`src/source/mm_cfg.svh`:
```
`ifndef MM_CFG_SVH
`define MM_CFG_SVH

// Link widths
`define MM_DQ_W       16
`define MM_CA_W       6

// Burst shape
`define MM_BURST_LEN  16
// Write latency, CS cycle to first write preamble cycle
`define MM_WL         4

// Width of a per-burst mismatch count, 0 to 16
`define MM_ERR_W      5
// Width of the programmable read latency
`define MM_LAT_W      5

// Wishbone port sizes
`define MM_WB_AW      2
`define MM_WB_DW      32

// Register word addresses
`define MM_ADDR_CTRL    2'd0
`define MM_ADDR_CMD     2'd1
`define MM_ADDR_STATUS  2'd2
`define MM_ADDR_RDSUM   2'd3

`endif
```
`src/source/mm_pkg.sv`:
```
`include "mm_cfg.svh"

package mm_pkg;

    // Command codes carried on CA with CS high
    typedef enum logic [`MM_CA_W-1:0] {
        CA_NOP   = `MM_CA_W'd0,
        CA_READ  = `MM_CA_W'd2,
        CA_WRITE = `MM_CA_W'd4
    } ca_op_t;

    // One written Wishbone word, read two ways depending on address
    typedef union packed {
        // CTRL address
        struct packed {
            logic [`MM_WB_DW-`MM_LAT_W-2:0] spare;
            logic                           pattern_ff;
            logic [`MM_LAT_W-1:0]           read_latency;
        } ctrl;
        // CMD address
        struct packed {
            logic [`MM_WB_DW-`MM_CA_W-9:0]  spare;
            logic [7:0]                     seed;
            ca_op_t                         opcode;
        } cmd;
    } reg_word_u;

endpackage

```
`src/source/mm_top.sv`:
```
`timescale 1ns/100ps
`include "mm_cfg.svh"

module mm_top import mm_pkg::*; (
    input  logic                 CK_C_A,
    input  logic                 reset,
    input  logic                 wb_cyc,
    input  logic                 wb_stb,
    input  logic                 wb_we,
    input  logic [`MM_WB_AW-1:0] wb_adr,
    input  logic [`MM_WB_DW-1:0] wb_dat_w,
    output logic [`MM_WB_DW-1:0] wb_dat_r,
    output logic                 wb_ack
);

    // Register stage to issue stage
    logic                 cmd_go;
    ca_op_t               cmd_op;
    logic [7:0]           cmd_seed;
    logic [`MM_LAT_W-1:0] read_latency;
    logic                 pattern_ff;

    // Host to device link
    logic                 cs;
    logic [`MM_CA_W-1:0]  ca;
    logic [`MM_DQ_W-1:0]  wdq;
    logic                 wdq_valid;
    logic [1:0]           wdqs;
    logic                 wr_done;

    // Device to host link and status returns
    logic [`MM_DQ_W-1:0]  rdq;
    logic                 rdq_valid;
    logic [1:0]           rdqs;
    logic                 wr_err_inc;
    logic [`MM_ERR_W-1:0] wr_err_cnt;
    logic                 rd_done;
    logic [`MM_DQ_W-1:0]  rd_sum;
    logic [`MM_ERR_W-1:0] rd_err;

    mm_wb_regs regs_i (.*);

    mm_ca_issue issue_i (.*);

    mm_burst_device device_i (.*);

    mm_rd_capture capture_i (.*);

endmodule

```
`src/source/mm_rd_capture.sv`:
```
`timescale 1ns/100ps
`include "mm_cfg.svh"

module mm_rd_capture (
    input  logic                 CK_C_A,
    input  logic                 reset,
    input  logic [`MM_DQ_W-1:0]  rdq,
    input  logic                 rdq_valid,
    input  logic [1:0]           rdqs,
    input  logic                 pattern_ff,
    output logic                 rd_done,
    output logic [`MM_DQ_W-1:0]  rd_sum,
    output logic [`MM_ERR_W-1:0] rd_err
);

    localparam int BEAT_W = $clog2(`MM_BURST_LEN);

    localparam logic [1:0] S_IDLE = 2'd0;
    localparam logic [1:0] S_PRE  = 2'd1;
    localparam logic [1:0] S_DATA = 2'd2;

    logic [1:0]           state;
    logic [BEAT_W-1:0]    beat;
    logic [7:0]           lo;
    logic [`MM_DQ_W-1:0]  expected;
    logic [`MM_DQ_W-1:0]  sum_acc;
    logic [`MM_ERR_W-1:0] err_acc;
    logic                 take;
    logic                 take_last;
    logic                 beat_bad;

    assign expected  = pattern_ff ? '1 : {lo + 8'd1, lo};
    // Beats outside a framed burst are ignored
    assign take      = (state == S_DATA) && rdq_valid;
    assign take_last = take && (beat == BEAT_W'(`MM_BURST_LEN - 1));
    assign beat_bad  = (rdq != expected);

    always_ff @(posedge CK_C_A) begin
        if (reset) begin
            state   <= S_IDLE;
            beat    <= '0;
            rd_done <= 1'b0;
        end else begin
            rd_done <= take_last;
            case (state)
                S_IDLE: begin
                    if (rdqs == 2'b11) begin
                        state <= S_PRE;
                    end
                end
                S_PRE: begin
                    // Second preamble cycle
                    if (rdqs == 2'b00) begin
                        state <= S_DATA;
                        beat  <= '0;
                    end else if (rdqs != 2'b11) begin
                        state <= S_IDLE;
                    end
                end
                S_DATA: begin
                    if (rdq_valid) begin
                        beat <= beat + 1'b1;
                        if (take_last) begin
                            state <= S_IDLE;
                        end
                    end
                end
                default: state <= S_IDLE;
            endcase
        end
    end

    always_ff @(posedge CK_C_A) begin
        if (state == S_PRE) begin
            lo      <= 8'h00;
            sum_acc <= '0;
            err_acc <= '0;
        end else if (take) begin
            lo      <= lo + 8'd2;
            sum_acc <= sum_acc + rdq;
            err_acc <= err_acc + `MM_ERR_W'(beat_bad);
        end
        // Sum wraps at 16 bits
        if (take_last) begin
            rd_sum <= sum_acc + rdq;
            rd_err <= err_acc + `MM_ERR_W'(beat_bad);
        end
    end

endmodule

```
`src/source/mm_burst_device.sv`:
```
`timescale 1ns/100ps
`include "mm_cfg.svh"

module mm_burst_device import mm_pkg::*; (
    input  logic                 CK_C_A,
    input  logic                 reset,
    input  logic                 cs,
    input  logic [`MM_CA_W-1:0]  ca,
    input  logic [`MM_LAT_W-1:0] read_latency,
    input  logic                 pattern_ff,
    input  logic [`MM_DQ_W-1:0]  wdq,
    input  logic                 wdq_valid,
    input  logic [1:0]           wdqs,
    output logic [`MM_DQ_W-1:0]  rdq,
    output logic                 rdq_valid,
    output logic [1:0]           rdqs,
    output logic                 wr_err_inc,
    output logic [`MM_ERR_W-1:0] wr_err_cnt
);

    localparam int BEAT_W = $clog2(`MM_BURST_LEN);

    localparam logic [2:0] S_IDLE      = 3'd0;
    localparam logic [2:0] S_RD_WAIT   = 3'd1;
    localparam logic [2:0] S_RD_PRE_HI = 3'd2;
    localparam logic [2:0] S_RD_PRE_LO = 3'd3;
    localparam logic [2:0] S_RD_DATA   = 3'd4;
    localparam logic [2:0] S_WR_WAIT   = 3'd5;
    localparam logic [2:0] S_WR_PRE    = 3'd6;
    localparam logic [2:0] S_WR_DATA   = 3'd7;

    logic [2:0]           state;
    logic [`MM_LAT_W-1:0] lat_cnt;
    logic [BEAT_W-1:0]    beat;
    logic [7:0]           lo;
    logic [`MM_DQ_W-1:0]  pattern;
    logic [`MM_ERR_W-1:0] err_acc;
    logic                 beat_bad;
    logic                 last_beat;
    logic                 wr_last;

    // Same incrementing pattern in both directions, always from 0 here
    assign pattern   = {lo + 8'd1, lo};
    assign rdq       = pattern_ff ? '1 : pattern;
    assign rdq_valid = (state == S_RD_DATA);
    assign rdqs      = (state == S_RD_PRE_HI) ? 2'b11 : 2'b00;
    assign beat_bad  = wdq_valid && (wdq != pattern);
    assign last_beat = (beat == BEAT_W'(`MM_BURST_LEN - 1));
    assign wr_last   = (state == S_WR_DATA) && wdq_valid && last_beat;

    always_ff @(posedge CK_C_A) begin
        if (reset) begin
            state      <= S_IDLE;
            lat_cnt    <= '0;
            beat       <= '0;
            lo         <= 8'h00;
            err_acc    <= '0;
            wr_err_inc <= 1'b0;
        end else begin
            wr_err_inc <= wr_last;
            case (state)
                S_IDLE: begin
                    if (cs && (ca == CA_READ)) begin
                        // Latency 0 or 1 both give preamble right after CS
                        if (read_latency <= `MM_LAT_W'd1) begin
                            state <= S_RD_PRE_HI;
                        end else begin
                            state   <= S_RD_WAIT;
                            lat_cnt <= read_latency - 1'b1;
                        end
                    end else if (cs && (ca == CA_WRITE)) begin
                        state <= S_WR_WAIT;
                    end
                end
                S_RD_WAIT: begin
                    if (lat_cnt == `MM_LAT_W'd1) begin
                        state <= S_RD_PRE_HI;
                    end
                    lat_cnt <= lat_cnt - 1'b1;
                end
                S_RD_PRE_HI: state <= S_RD_PRE_LO;
                S_RD_PRE_LO: begin
                    state <= S_RD_DATA;
                    beat  <= '0;
                    lo    <= 8'h00;
                end
                S_RD_DATA: begin
                    beat <= beat + 1'b1;
                    lo   <= lo + 8'd2;
                    if (last_beat) begin
                        state <= S_IDLE;
                    end
                end
                S_WR_WAIT: begin
                    if (wdqs == 2'b11) begin
                        state <= S_WR_PRE;
                    end
                end
                S_WR_PRE: begin
                    // Marker must drop to 0 before the first beat
                    if (wdqs == 2'b00) begin
                        state   <= S_WR_DATA;
                        beat    <= '0;
                        lo      <= 8'h00;
                        err_acc <= '0;
                    end else if (wdqs != 2'b11) begin
                        state <= S_WR_WAIT;
                    end
                end
                S_WR_DATA: begin
                    if (wdq_valid) begin
                        beat    <= beat + 1'b1;
                        lo      <= lo + 8'd2;
                        err_acc <= err_acc + `MM_ERR_W'(beat_bad);
                        if (last_beat) begin
                            state <= S_IDLE;
                        end
                    end
                end
                default: state <= S_IDLE;
            endcase
        end
    end

    // Mismatch total for the burst, valid with wr_err_inc
    always_ff @(posedge CK_C_A) begin
        if (wr_last) begin
            wr_err_cnt <= err_acc + `MM_ERR_W'(beat_bad);
        end
    end

endmodule

```
`src/source/mm_ca_issue.sv`:
```
`timescale 1ns/100ps
`include "mm_cfg.svh"

module mm_ca_issue import mm_pkg::*; (
    input  logic                CK_C_A,
    input  logic                reset,
    input  logic                cmd_go,
    input  ca_op_t              cmd_op,
    input  logic [7:0]          cmd_seed,
    output logic                cs,
    output logic [`MM_CA_W-1:0] ca,
    output logic [`MM_DQ_W-1:0] wdq,
    output logic                wdq_valid,
    output logic [1:0]          wdqs,
    output logic                wr_done
);

    localparam int BEAT_W = $clog2(`MM_BURST_LEN);
    localparam int WL_W   = $clog2(`MM_WL + 1);

    localparam logic [2:0] S_IDLE   = 3'd0;
    localparam logic [2:0] S_WAIT   = 3'd1;
    localparam logic [2:0] S_PRE_HI = 3'd2;
    localparam logic [2:0] S_PRE_LO = 3'd3;
    localparam logic [2:0] S_DATA   = 3'd4;

    logic [2:0]        state;
    logic [WL_W-1:0]   wl_cnt;
    logic [BEAT_W-1:0] beat;
    logic [7:0]        seed_q;
    logic [7:0]        lo;

    // Byte pair, upper byte one above lower
    assign wdq       = {lo + 8'd1, lo};
    assign wdq_valid = (state == S_DATA);
    assign wdqs      = (state == S_PRE_HI) ? 2'b11 : 2'b00;
    assign wr_done   = wdq_valid && (beat == BEAT_W'(`MM_BURST_LEN - 1));

    always_ff @(posedge CK_C_A) begin
        if (reset) begin
            state  <= S_IDLE;
            cs     <= 1'b0;
            ca     <= CA_NOP;
            wl_cnt <= '0;
            beat   <= '0;
        end else begin
            // One-cycle command slot
            cs <= cmd_go;
            ca <= cmd_go ? cmd_op : CA_NOP;
            case (state)
                S_IDLE: begin
                    if (cmd_go && (cmd_op == CA_WRITE)) begin
                        state  <= S_WAIT;
                        wl_cnt <= WL_W'(`MM_WL);
                    end
                end
                S_WAIT: begin
                    // Count starts in the CS cycle
                    if (wl_cnt == WL_W'(1)) begin
                        state <= S_PRE_HI;
                    end
                    wl_cnt <= wl_cnt - 1'b1;
                end
                S_PRE_HI: state <= S_PRE_LO;
                S_PRE_LO: begin
                    state <= S_DATA;
                    beat  <= '0;
                end
                S_DATA: begin
                    beat <= beat + 1'b1;
                    if (beat == BEAT_W'(`MM_BURST_LEN - 1)) begin
                        state <= S_IDLE;
                    end
                end
                default: state <= S_IDLE;
            endcase
        end
    end

    always_ff @(posedge CK_C_A) begin
        if (cmd_go) begin
            seed_q <= cmd_seed;
        end
        if (state == S_PRE_LO) begin
            lo <= seed_q;
        end else if (state == S_DATA) begin
            lo <= lo + 8'd2;
        end
    end

endmodule

```
`src/source/mm_wb_regs.sv`:
```
`timescale 1ns/100ps
`include "mm_cfg.svh"

module mm_wb_regs import mm_pkg::*; (
    input  logic                 CK_C_A,
    input  logic                 reset,
    input  logic                 wb_cyc,
    input  logic                 wb_stb,
    input  logic                 wb_we,
    input  logic [`MM_WB_AW-1:0] wb_adr,
    input  logic [`MM_WB_DW-1:0] wb_dat_w,
    input  logic                 rd_done,
    input  logic [`MM_DQ_W-1:0]  rd_sum,
    input  logic [`MM_ERR_W-1:0] rd_err,
    input  logic                 wr_done,
    input  logic                 wr_err_inc,
    input  logic [`MM_ERR_W-1:0] wr_err_cnt,
    output logic [`MM_WB_DW-1:0] wb_dat_r,
    output logic                 wb_ack,
    output logic                 cmd_go,
    output ca_op_t               cmd_op,
    output logic [7:0]           cmd_seed,
    output logic [`MM_LAT_W-1:0] read_latency,
    output logic                 pattern_ff
);

    reg_word_u          wr_word;
    reg_word_u          rd_view;
    logic               busy;
    logic               cmd_hit;
    logic               cmd_hold;
    logic               cmd_valid;
    logic               accept;
    logic [7:0]         wr_err_total;
    logic [7:0]         rd_err_total;
    logic [`MM_DQ_W-1:0] rdsum_q;

    // Error totals stick at 255
    function automatic logic [7:0] sat_add(input logic [7:0] base,
                                           input logic [`MM_ERR_W-1:0] inc);
        logic [8:0] sum;
        sum = {1'b0, base} + 9'(inc);
        return sum[8] ? 8'hFF : sum[7:0];
    endfunction

    assign wr_word   = wb_dat_w;
    assign cmd_hit   = wb_we && (wb_adr == `MM_ADDR_CMD);
    // A new command waits for the burst in flight
    assign cmd_hold  = cmd_hit && busy;
    assign accept    = wb_cyc && wb_stb && !wb_ack && !cmd_hold;
    assign cmd_valid = (wr_word.cmd.opcode == CA_READ) || (wr_word.cmd.opcode == CA_WRITE);

    always_comb begin
        rd_view = '0;
        case (wb_adr)
            `MM_ADDR_CTRL: begin
                rd_view.ctrl.read_latency = read_latency;
                rd_view.ctrl.pattern_ff   = pattern_ff;
            end
            `MM_ADDR_CMD: begin
                rd_view.cmd.opcode = cmd_op;
                rd_view.cmd.seed   = cmd_seed;
            end
            `MM_ADDR_STATUS: rd_view = {8'h00, rd_err_total, wr_err_total, 7'h00, busy};
            default:         rd_view = {16'h0000, rdsum_q};
        endcase
    end

    always_ff @(posedge CK_C_A) begin
        if (reset) begin
            wb_ack       <= 1'b0;
            cmd_go       <= 1'b0;
            cmd_op       <= CA_NOP;
            cmd_seed     <= 8'h00;
            read_latency <= `MM_LAT_W'd8;
            pattern_ff   <= 1'b0;
            busy         <= 1'b0;
            wr_err_total <= 8'h00;
            rd_err_total <= 8'h00;
            rdsum_q      <= '0;
        end else begin
            wb_ack <= accept;
            // Launch in the ack cycle, unknown opcodes are acked and dropped
            cmd_go <= accept && cmd_hit && cmd_valid;
            if (accept && wb_we && (wb_adr == `MM_ADDR_CTRL)) begin
                read_latency <= wr_word.ctrl.read_latency;
                pattern_ff   <= wr_word.ctrl.pattern_ff;
            end
            if (accept && cmd_hit && cmd_valid) begin
                cmd_op   <= wr_word.cmd.opcode;
                cmd_seed <= wr_word.cmd.seed;
            end
            if (cmd_go) begin
                busy <= 1'b1;
            end else if (rd_done || wr_done) begin
                busy <= 1'b0;
            end
            if (wr_err_inc) begin
                wr_err_total <= sat_add(wr_err_total, wr_err_cnt);
            end
            if (rd_done) begin
                rd_err_total <= sat_add(rd_err_total, rd_err);
                rdsum_q      <= rd_sum;
            end
        end
    end

    // Read data is captured with the ack
    always_ff @(posedge CK_C_A) begin
        if (accept) begin
            wb_dat_r <= rd_view;
        end
    end

endmodule

```
`config.mk`:
```
export PLATFORM = sky130hd
export DESIGN_NAME = mm_top
export DESIGN_NICKNAME = d
export VERILOG_FILES = /design/src/source/mm_pkg.sv /design/src/source/mm_top.sv /design/src/source/mm_rd_capture.sv /design/src/source/mm_burst_device.sv /design/src/source/mm_ca_issue.sv /design/src/source/mm_wb_regs.sv
export VERILOG_INCLUDE_DIRS = /design/src /design/src/source
export SDC_FILE = /design/constraint.sdc
export NUM_CORES = 1
export LEC_CHECK = 0
export ABC_AREA = 1
export BUFFER_PORTS_ARGS = -buffer_cell sky130_fd_sc_hd__buf_2
export CORE_MARGIN = 1
export CORE_UTILIZATION = 35
export CTS_BUF_LIST = sky130_fd_sc_hd__clkbuf_16
export DETAILED_ROUTE_END_ITERATION = 10
export PLACE_DENSITY_LB_ADDON = 0.3
export SYNTH_ARGS = -nofsm -noshare
export SYNTH_HDL_FRONTEND = slang
export SYNTH_SLANG_ARGS = --single-unit
```
`constraint.sdc`:
```
create_clock -name CK_C_A -period 3.9 [get_ports CK_C_A]
set_input_delay 0.585 -clock CK_C_A [delete_from_list [all_inputs] [get_ports CK_C_A]]
set_output_delay 0.585 -clock CK_C_A [all_outputs]
set_load 0.03 [all_outputs]
```
Word-level counts from Yosys, hierarchy flattened
Cells that the tools add are included.
{ "totals": {"register_bits": 208, "out_inout_bits": 33, "wordCells": 195} }
{ "op_classes": {"addsub": 17, "order_cmp": 1, "eq_ne": 47, "n_mux": 51, "bitwise": 1, "reduce_logical": 45} }
{ "op_table": {"columns": ["op", "n"], "rows": [
  ["2-to-1 mux 8 bit", 6],
  ["2-to-1 mux 3 bit", 12],
  ["2-to-1 mux 16 bit", 2],
  ["inequality test 16 bit", 2],
  ["one-hot mux 8 bit (4 select lines)", 1],
  ["adder 8 x 1 -> 8 bit (second input constant)", 3],
  ["adder 8 x 2 -> 8 bit (second input constant)", 3],
  ["one-hot mux 3 bit (8 select lines)", 1],
  ["one-hot mux 8 bit (3 select lines)", 1],
  ["inequality test 2 x 1 -> 1 bit (second input constant)", 11],
  ["2-to-1 mux 5 bit", 4],
  ["one-hot mux 10 bit (2 select lines)", 1],
  ["one-hot mux 5 bit (2 select lines)", 2],
  ["adder 8 x 5 -> 9 bit", 2],
  ["== test 6 x 3 -> 1 bit (second input constant)", 3],
  ["logical AND 1 bit", 18],
  ["one-hot mux 6 bit (3 select lines)", 1],
  ["adder 16 bit", 1],
  ["2-to-1 mux 2 bit", 8],
  ["2-to-1 mux 4 bit", 4],
  ["one-hot mux 4 bit (2 select lines)", 2],
  ["one-hot mux 4 bit (4 select lines)", 1],
  ["== test 3 bit (second input constant)", 5],
  ["one-hot mux 3 bit (5 select lines)", 1],
  ["other kinds (29)", 67]
]} }

Depth between registers and ports, before layout
Gate-level depths: netlist of the first run.
{ "logic_depth": {"depth_word": 7, "depth_mapped": 14, "ltp_nobuf": 13} }

Hierarchy
From an unflattened synthesis of the first run, not the netlist that was laid out.
{ "unflattened": {"cells_unflattened": 1388, "area_unflattened_um2": 10525.1} }
{ "modules_own_cells": {"columns": ["module", "n_inst", "cells_each", "area_each_um2"], "rows": [
  ["mm_wb_regs", 1, 480, 3713.6],
  ["mm_rd_capture", 1, 391, 3110.5],
  ["mm_burst_device", 1, 347, 2185.8],
  ["mm_ca_issue", 1, 170, 1515.2]
]} }

Worst setup path after synthesis of the first run
OpenSTA, ideal clock, no wires.
{ "synth_path": {"path_type": "flip-flop to flip-flop", "start": "register regs_i.pattern_ff", "end": "register capture_i.rd_sum[8], data pin", "setup_time_ns": 0.257, "arrival_time_ns": 1.845, "required_ns": 3.643, "setup_slack_ns": 1.798, "path_stages_with_launch": 11, "n_path_buf": 1, "period_less_slack_ns": 2.102, "cell_sequence": "dfxtp_1 inv_1 clkbuf_1 nand2_1 ha_1 or2_2 and2_1 nand2_1 nand2_1 xnor2_1 inv_1"} }
{ "synth_between": {"elab_chain_cells": 2} }
{ "synth_rtl": {"columns": ["element", "line_no", "text"], "rows": [
  ["start: declaration", "mm_wb_regs.sv:24", "output logic pattern_ff"],
  ["start signal: assignment", "mm_wb_regs.sv:87", "pattern_ff <= wr_word.ctrl.pattern_ff;"],
  ["2-to-1 mux 16 bit", "mm_burst_device.sv:44", "assign rdq = pattern_ff ? '1 : pattern;"],
  ["adder 16 bit", "mm_rd_capture.sv:85", "rd_sum <= sum_acc + rdq;"],
  ["end signal: assignment", "mm_rd_capture.sv:85", null],
  ["end: declaration", "mm_rd_capture.sv:12", "output logic [`MM_DQ_W-1:0] rd_sum,"]
]} }
Every way passes these cells.
A chain may end at the register's enable or synchronous reset.

Worst setup path in the final report of the first run
Same ends and word-level chain as after synthesis.

==> results of run 1 <==
## stage by stage
stage	area, um2	cells
2_1_floorplan	9890	1276
3_3_place_gp	10400	1667
3_5_place_dp	10400	1667
4_1_cts	11000	1699
5_1_grt	11000	1699
6_report	11000	1699
## flip-flops by register name (all words and copies together) (netlist names), 6 cells and up
| register | cells |
|---|---|
| capture_i.lo | 7 |
| regs_i.cmd_op | 6 |
| issue_i.ca | 6 |
| issue_i.seed_q | 8 |
| regs_i.wb_dat_r | 24 |
| device_i.lo | 7 |
| regs_i.rd_err_total | 8 |
| regs_i.rdsum_q | 16 |
| regs_i.cmd_seed | 8 |
| regs_i.wr_err_total | 8 |
| capture_i.rd_sum | 16 |
| issue_i.lo | 8 |
| capture_i.sum_acc | 16 |
## worst paths after layout
path,from,to,slack (ns),depth (start not counted)
max,regs_i.pattern_ff,capture_i.rd_sum[8],1.44,10
max reg2reg,regs_i.pattern_ff,capture_i.rd_sum[8],1.44,10
min reg2reg,capture_i.state[1],capture_i.state[0],0.43,1
min,wb_dat_w[9],regs_i.cmd_seed[3],0.37,3
## area by class of cell
cell class              instances  area [um2]  area share
clock buffers                  18         450      0.0410
clock inverters                14         101     0.00922
inverters                     172         646      0.0588
multi-input cells             866        4410       0.401
flip-flops and latches        198        4620       0.421
well taps                     378         473      0.0430
repair buffers                 53         285      0.0260
## cells in the mapped netlist, drive strengths merged
cell type | count | area (um2)
a211oi | 4 | 30.0
a21oi | 62 | 310
a22o | 2 | 17.5
a22oi | 2 | 15.0
a31oi | 3 | 18.8
a41oi | 1 | 8.76
and2 | 2 | 12.5
and3 | 2 | 12.5
buf | 19 | 133
clkbuf | 21 | 78.8
clkinv | 1 | 3.75
conb | 2 | 7.51
dfxtp | 132 | 2640
edfxtp | 66 | 1980
fa | 3 | 60.1
ha | 42 | 526
inv | 171 | 642
mux2i | 1 | 10.0
nand2 | 279 | 1070
nand3 | 80 | 410
nand3b | 2 | 18.8
nand4 | 15 | 100
nor2 | 193 | 734
nor3 | 26 | 146
nor4 | 1 | 6.26
o2111ai | 2 | 17.5
o211ai | 4 | 30.0
o21ai | 84 | 428
o21bai | 1 | 7.51
o221ai | 5 | 43.8
o22ai | 2 | 12.5
or2 | 5 | 31.3
xnor2 | 14 | 123
xor2 | 20 | 175
## critical path: cells and delay by family, from the launching register on
kind | cells | cell delay, ns
xor+xnor | 1 | 0.24
flops | 1 | 0.40
simple gates | 6 | 0.62
fa+ha+maj | 1 | 0.46
buf+inv | 2 | 0.48
## metal layers
metal,share of wire,global-route usage
met3,0.030,0.0258
met1,0.49,0.217
met4,0.023,0.0689
met2,0.46,0.274
met5,0,0
## power groups by stage
stage / Sequential (uW) / Clock [uW] / Combinational (uW)
6_report: 2400 / 1660 / 931
5_1_grt: 2430 / 1790 / 1070
3_3_place_gp: 2450 / 0 / 921
2_1_floorplan: 2440 / 0 / 720
4_1_cts: 2410 / 1700 / 939
3_5_place_dp: 2450 / 0 / 934
## logic make-up after synthesis
| logic type | synth area share |
|---|---|
| AND/OR/NAND/NOR | 0.258 |
| buffers and inverters | 0.0869 |
| flip-flops | 0.469 |
| AO/OA/AOI/OAI | 0.0953 |
| adder cells (fa/ha/maj) | 0.0594 |
| XOR/XNOR | 0.0302 |
| other | 0.000762 |
| multiplexers | 0.00102 |
## layout by cell type, fill, tap and decap left out, types with 14 or more instances in the layout
| cell type | count |
|---|---|
| nor3_1 | 24 |
| dfxtp_1 | 132 |
| clkbuf_16 | 18 |
| nand3_1 | 78 |
| o21ai_0 | 77 |
| a21oi_1 | 62 |
| inv_1 | 165 |
| buf_2 | 45 |
| ha_1 | 42 |
| nand4_1 | 14 |
| edfxtp_1 | 66 |
| nor2_1 | 191 |
| xnor2_1 | 14 |
| nand2_1 | 273 |
| xor2_1 | 20 |
==> impl_metrics.yaml, run 1 <==
timing:
  hold_violations: 0
  fin_tns_setup_ns: 0
  fin_crit_ns: 2.46
  slew_violations: 0
  fmax_mhz: 407
  hold_ws_ns: 0.374
  fin_ws_ns: 1.44
  rsz0062_at_grt: "no"
  max_slew_margin: 0.457
  period_share: 0.630
  skew_ns: 0.00952
  report.final.setup_viol: 0
  max_slew.worst_pin.slew_ns: 0.813
final_layout:
  area_growth_pct: 11.4
  nets: 1392
  fillers: 2893
  antennaDiodeCount: 0
  final_util: 0.395
  drive_gt1_frac: 0.0833
floorplanning:
  dieArea_um2: 28900
  boundaryPins: 72
  initial_core_util: 0.355
  row_count: 61
  fp.coreArea_um2: 27800
  die_height_um: 170
  die_w_um: 170
power_and_ir_drop:
  power_uw: 5000
  sw_frac_of_total: 0.306
  comb_power_share: 0.186
  power_density_nw_per_um2: 455
  p_seq_frac: 0.481
  p_sw_uw: 1530
  p_int_uw: 3470
  peakVddDrop_v: 0.000319
  leakagePower_uw: 0.00498
  pwr-share-clk: 0.333
route:
  dr.first_iter.drc_count: 499
  wirelength_um: 23100
  drtAntennaViolNets: 0
  firstDrtPassIters: 5
  drc_errors: 0
  avgViaCountPerCell: 4.72
  wl_per_cell_um: 13.6
  via_count: 8023
clock_tree:
  cts_sinks: 198
  cts_htree_levels: 4
  cts_buffers: 17
  cts_tree: "built"
  cts_buffer_depth: 2
  root_buffer: "clkbuf_16"
  insertion_delay_ns: 0.44
  clk_pin_slew_ns: 0.07
  cts_setup_buffers: 0
  post_cts_resized: 0
  holdBufCountCts: 0
placement:
  hpwlAfterDp_um: 16900
  place_ws_ns: 1.26
  gp_congestion: 0.844
  port_buffers: 45
setup_path:
  crit_type: "flip-flop to flip-flop"
  cpPeakStageDelay_ns: 0.46
  cpMostUsedCell: "nand2_1"
  worst_setup_path_start_kind: "flip-flop"
  crit_fanout: 14
  crit_chain: "inv_1, nand2_1, fa_1, nand2_1, nand2_1, and2_1, nand2_1, nand2_1, xnor2_1, inv_1"
  cp.required_ns: 4.08
  cp_slowest_cell: "fa_1"
  crit_path_end_kind: "flip-flop"
  crit_arrival_ns: 2.64
global_routing:
  grt_first_pass_wirelength_um: 37400
  grt_pass1_vias: 7358
  gr-usage-all-layers: 0.166
  grt_max_degree: 54
  grt_remaining_overflow: 0
  antenna_found_initial: 0
logic_synthesis:
  seq_area_frac_synth: 0.469
  yosysUniqueCellTypes: 50
  synth.cell_area_um2: 9860
  syn_avg_cell_area_um2: 7.77
  ys_seq_elements: 198
  yosys_warnings: 0
  postSynthCellCount: 1269
job:
  maxCapViolations: 0
outcome:
  outcome: "finished, final reports clean"
worst_hold_path:
  hold_class: "input port to flip-flop"
Power figures use the tool's default switching activity.
==> inputs of run 2 (changes only) <==
- ABC_AREA: 1 -> 0
- clock period: 3.9 -> 2 ns (I/O delays scaled with it)
==> run 2 against run 1 <==
The flow now finishes with violations (setup timing). Power is 91% higher. Core utilization is 6.7 points higher. Fmax is 7.3% higher. Hold slack worse by 0.27 ns. First-iteration DRC count is 10% lower. Largest cell class is now multi-input gates.
==> impl_metrics.yaml, run 2 <==
timing:
  skew_ns: 0.00882
  fin_ws_ns: -0.291
  slew_violations: 0
  max_slew.worst_pin.slew_ns: 0.652
  rsz0062_at_grt: "yes"
  fmax_mhz: 437
  period_share: 1.15
  fin_crit_ns: 2.29
  hold_ws_ns: 0.100
  hold_violations: 0
  max_slew_margin: 0.565
  report.final.setup_viol: 29
final_layout:
  drive_gt1_frac: 0.298
  final_util: 0.462
  antennaDiodeCount: 0
  nets: 1219
  mostFrequentLayoutCells: "dfxtp_1 (125), buf_4 (120), nor2_1 (94)"
  top_register: "regs_i.wb_dat_r"
  multi_input_area_um2: 5280
  area_growth_pct: 29.7
  fin_area_um2: 12500
  final_common_cell: "dfxtp_1"
  largest_reg_flops: 24
  regArea_um2: 4640
  fillers: 2472
power_and_ir_drop:
  p_sw_uw: 2530
  comb_power_share: 0.165
  power_uw: 9570
  peakVddDrop_v: 0.000567
  sw_frac_of_total: 0.264
  leakagePower_uw: 0.00502
  power_density_nw_per_um2: 768
  pwr-share-clk: 0.380
  p_int_uw: 7040
  p_seq_frac: 0.455
clock_tree:
  cts_sinks: 198
  cts_tree: "built"
  cts_buffers: 17
  clk_pin_slew_ns: 0.07
  cts_buffer_depth: 2
  insertion_delay_ns: 0.44
  cts_htree_levels: 4
  root_buffer: "clkbuf_16"
placement:
  gp_congestion: 0.833
  place_ws_ns: -0.249
  port_buffers: 45
  hpwlAfterDp_um: 16800
  post_dp_cell_area_um2: 11200
setup_path:
  cp.required_ns: 2.33
  crit_path_end_kind: "flip-flop"
  crit_family: "compound AO/OA/AOI/OAI gates"
  crit_fanout: 6
  startpoint: "regs_i.pattern_ff"
  cp_slowest_cell: "dfxtp_4"
  crit_type: "flip-flop to flip-flop"
  r2r-start: "regs_i.pattern_ff"
  r2r_slack_ns: -0.29
  crit_arrival_ns: 2.62
  crit_chain: "buf_12, or2_4, ha_4, o211ai_1, a21oi_2, a221oi_2, o21ai_1, xor2_1, o21a_1"
  cpPeakStageDelay_ns: 0.38
  worst_setup_path_start_kind: "flip-flop"
  path_buf_inv: 1
worst_hold_path:
  worst_hold_startpoint: "wb_dat_w[9]"
  hold_class: "input port to flip-flop"
global_routing:
  grt-busiest-layer: "met2"
  grt_pass1_vias: 7064
  antenna_found_initial: 0
  grtUsageMet2: 0.270
  met1_usage: 0.229
  met3_usage: 0.0239
  gr-usage-all-layers: 0.166
  grt_remaining_overflow: 0
  grt_first_pass_wirelength_um: 37000
  grt_max_degree: 48
floorplanning:
  row_count: 60
  dieArea_um2: 28100
  die_w_um: 168
  fp.coreArea_um2: 27000
  boundaryPins: 72
  initial_core_util: 0.356
  die_height_um: 168
logic_synthesis:
  synth-edff-count: 66
  synth.cell_area_um2: 9600
  synthTopCellsByCount: "dfxtp_1 (132), nor2_1 (97), nand2_1 (73)"
  ys_seq_elements: 198
  syn_avg_cell_area_um2: 9.78
  postSynthCellCount: 982
  synth_top_area_cell: "dfxtp_1"
  synth_top_flop_cell: "dfxtp_1"
  synth.most_common_cell: "dfxtp_1"
  synth_top_area_share: 0.275
  seq_area_frac_synth: 0.482
  synth.area.top_cells: "dfxtp_1 (28%), edfxtp_1 (21%), ha_1 (5.5%)"
  yosys_warnings: 0
  postSynth.asyncResetShare: 0
  yosysUniqueCellTypes: 68
route:
  firstDrtPassIters: 5
  avgViaCountPerCell: 5.06
  wirelength_um: 23400
  drtAntennaViolNets: 0
  via_count: 7541
  wl_per_cell_um: 15.7
  drc_errors: 0
  dr.first_iter.drc_count: 448
outcome:
  outcome: "finished with violations"
  violations: "setup timing"
job:
  maxCapViolations: 0
## run 2: cell count changes after synthesis, moves of 16 or more
cell	previous run	this run
nand2_1	273	73
o21ai_0	77	35
xor2_1	20	36
nor2_1	191	97
mux2i_1	1	48
inv_1	165	33
and2_1	2	18
nand3_1	78	39
## run 2: cell families after synthesis
group                    synth area share
multiplexers                       0.0583
buffers and inverters              0.0382
adder cells (fa/ha/maj)            0.0610
AND/OR/NAND/NOR                     0.179
flip-flops                          0.482
XOR/XNOR                           0.0556
other                            0.000782
AO/OA/AOI/OAI                       0.125
## run 2: metal layers
layer,up-vias,share of wire
li1,3795,-
met1,3597,0.49
met2,122,0.47
met3,27,0.026
met4,0,0.020
met5,-,0
## run 2: timing repair
| action | in CTS | in global routing |
|---|---|---|
| buffers inserted | 1 | 16 |
| pin swaps | 13 | 61 |
| endpoints found under the hold margin | 0 | 0 |
| gates resized for setup | 18 | 97 |
| hold buffers | 0 | 0 |
| setup endpoints to repair | 51 | 69 |
| cloned | 0 | 1 |
## run 2: worst reg2reg max path, stage by stage (launching register included)
cell      delay, ns
dfxtp_4        0.38
buf_12         0.13
or2_4          0.25
ha_4           0.24
o211ai_1       0.26
a21oi_2        0.15
a221oi_2       0.30
o21ai_1        0.12
xor2_1         0.17
o21a_1         0.19
## run 2: worst paths after layout
kind / depth (start not counted) / endpoint
min: 3 / regs_i.cmd_seed[3]
max reg2reg: 9 / capture_i.sum_acc[12]
max: 9 / capture_i.sum_acc[12]
min reg2reg: 1 / capture_i.state[0]
## run 2: final cells by class
class,instances,area share
clock inverters,15,0.0154
repair buffers,181,0.109
well taps,341,0.0343
flip-flops and latches,198,0.373
inverters,34,0.0105
clock buffers,17,0.0342
multi-input cells,703,0.424
## run 2: power groups by stage
| stage | combinational, uW | sequential (uW) | clock [uW] |
|---|---|---|---|
| detailed placement | 1340 | 4440 | 0 |
| global placement | 1320 | 4440 | 0 |
| finish | 1570 | 4360 | 3640 |
| global route | 1720 | 4370 | 3850 |
| floorplan | 850 | 4450 | 0 |
| CTS | 1380 | 4350 | 3710 |
## run 2: per-stage QoR
stage	setup TNS (ns)	cells
floorplan	-1.30	989
global placement	-3.26	1439
detailed placement	-4.78	1439
CTS	-3.55	1472
global route	-8.12	1489
finish	-4.27	1489
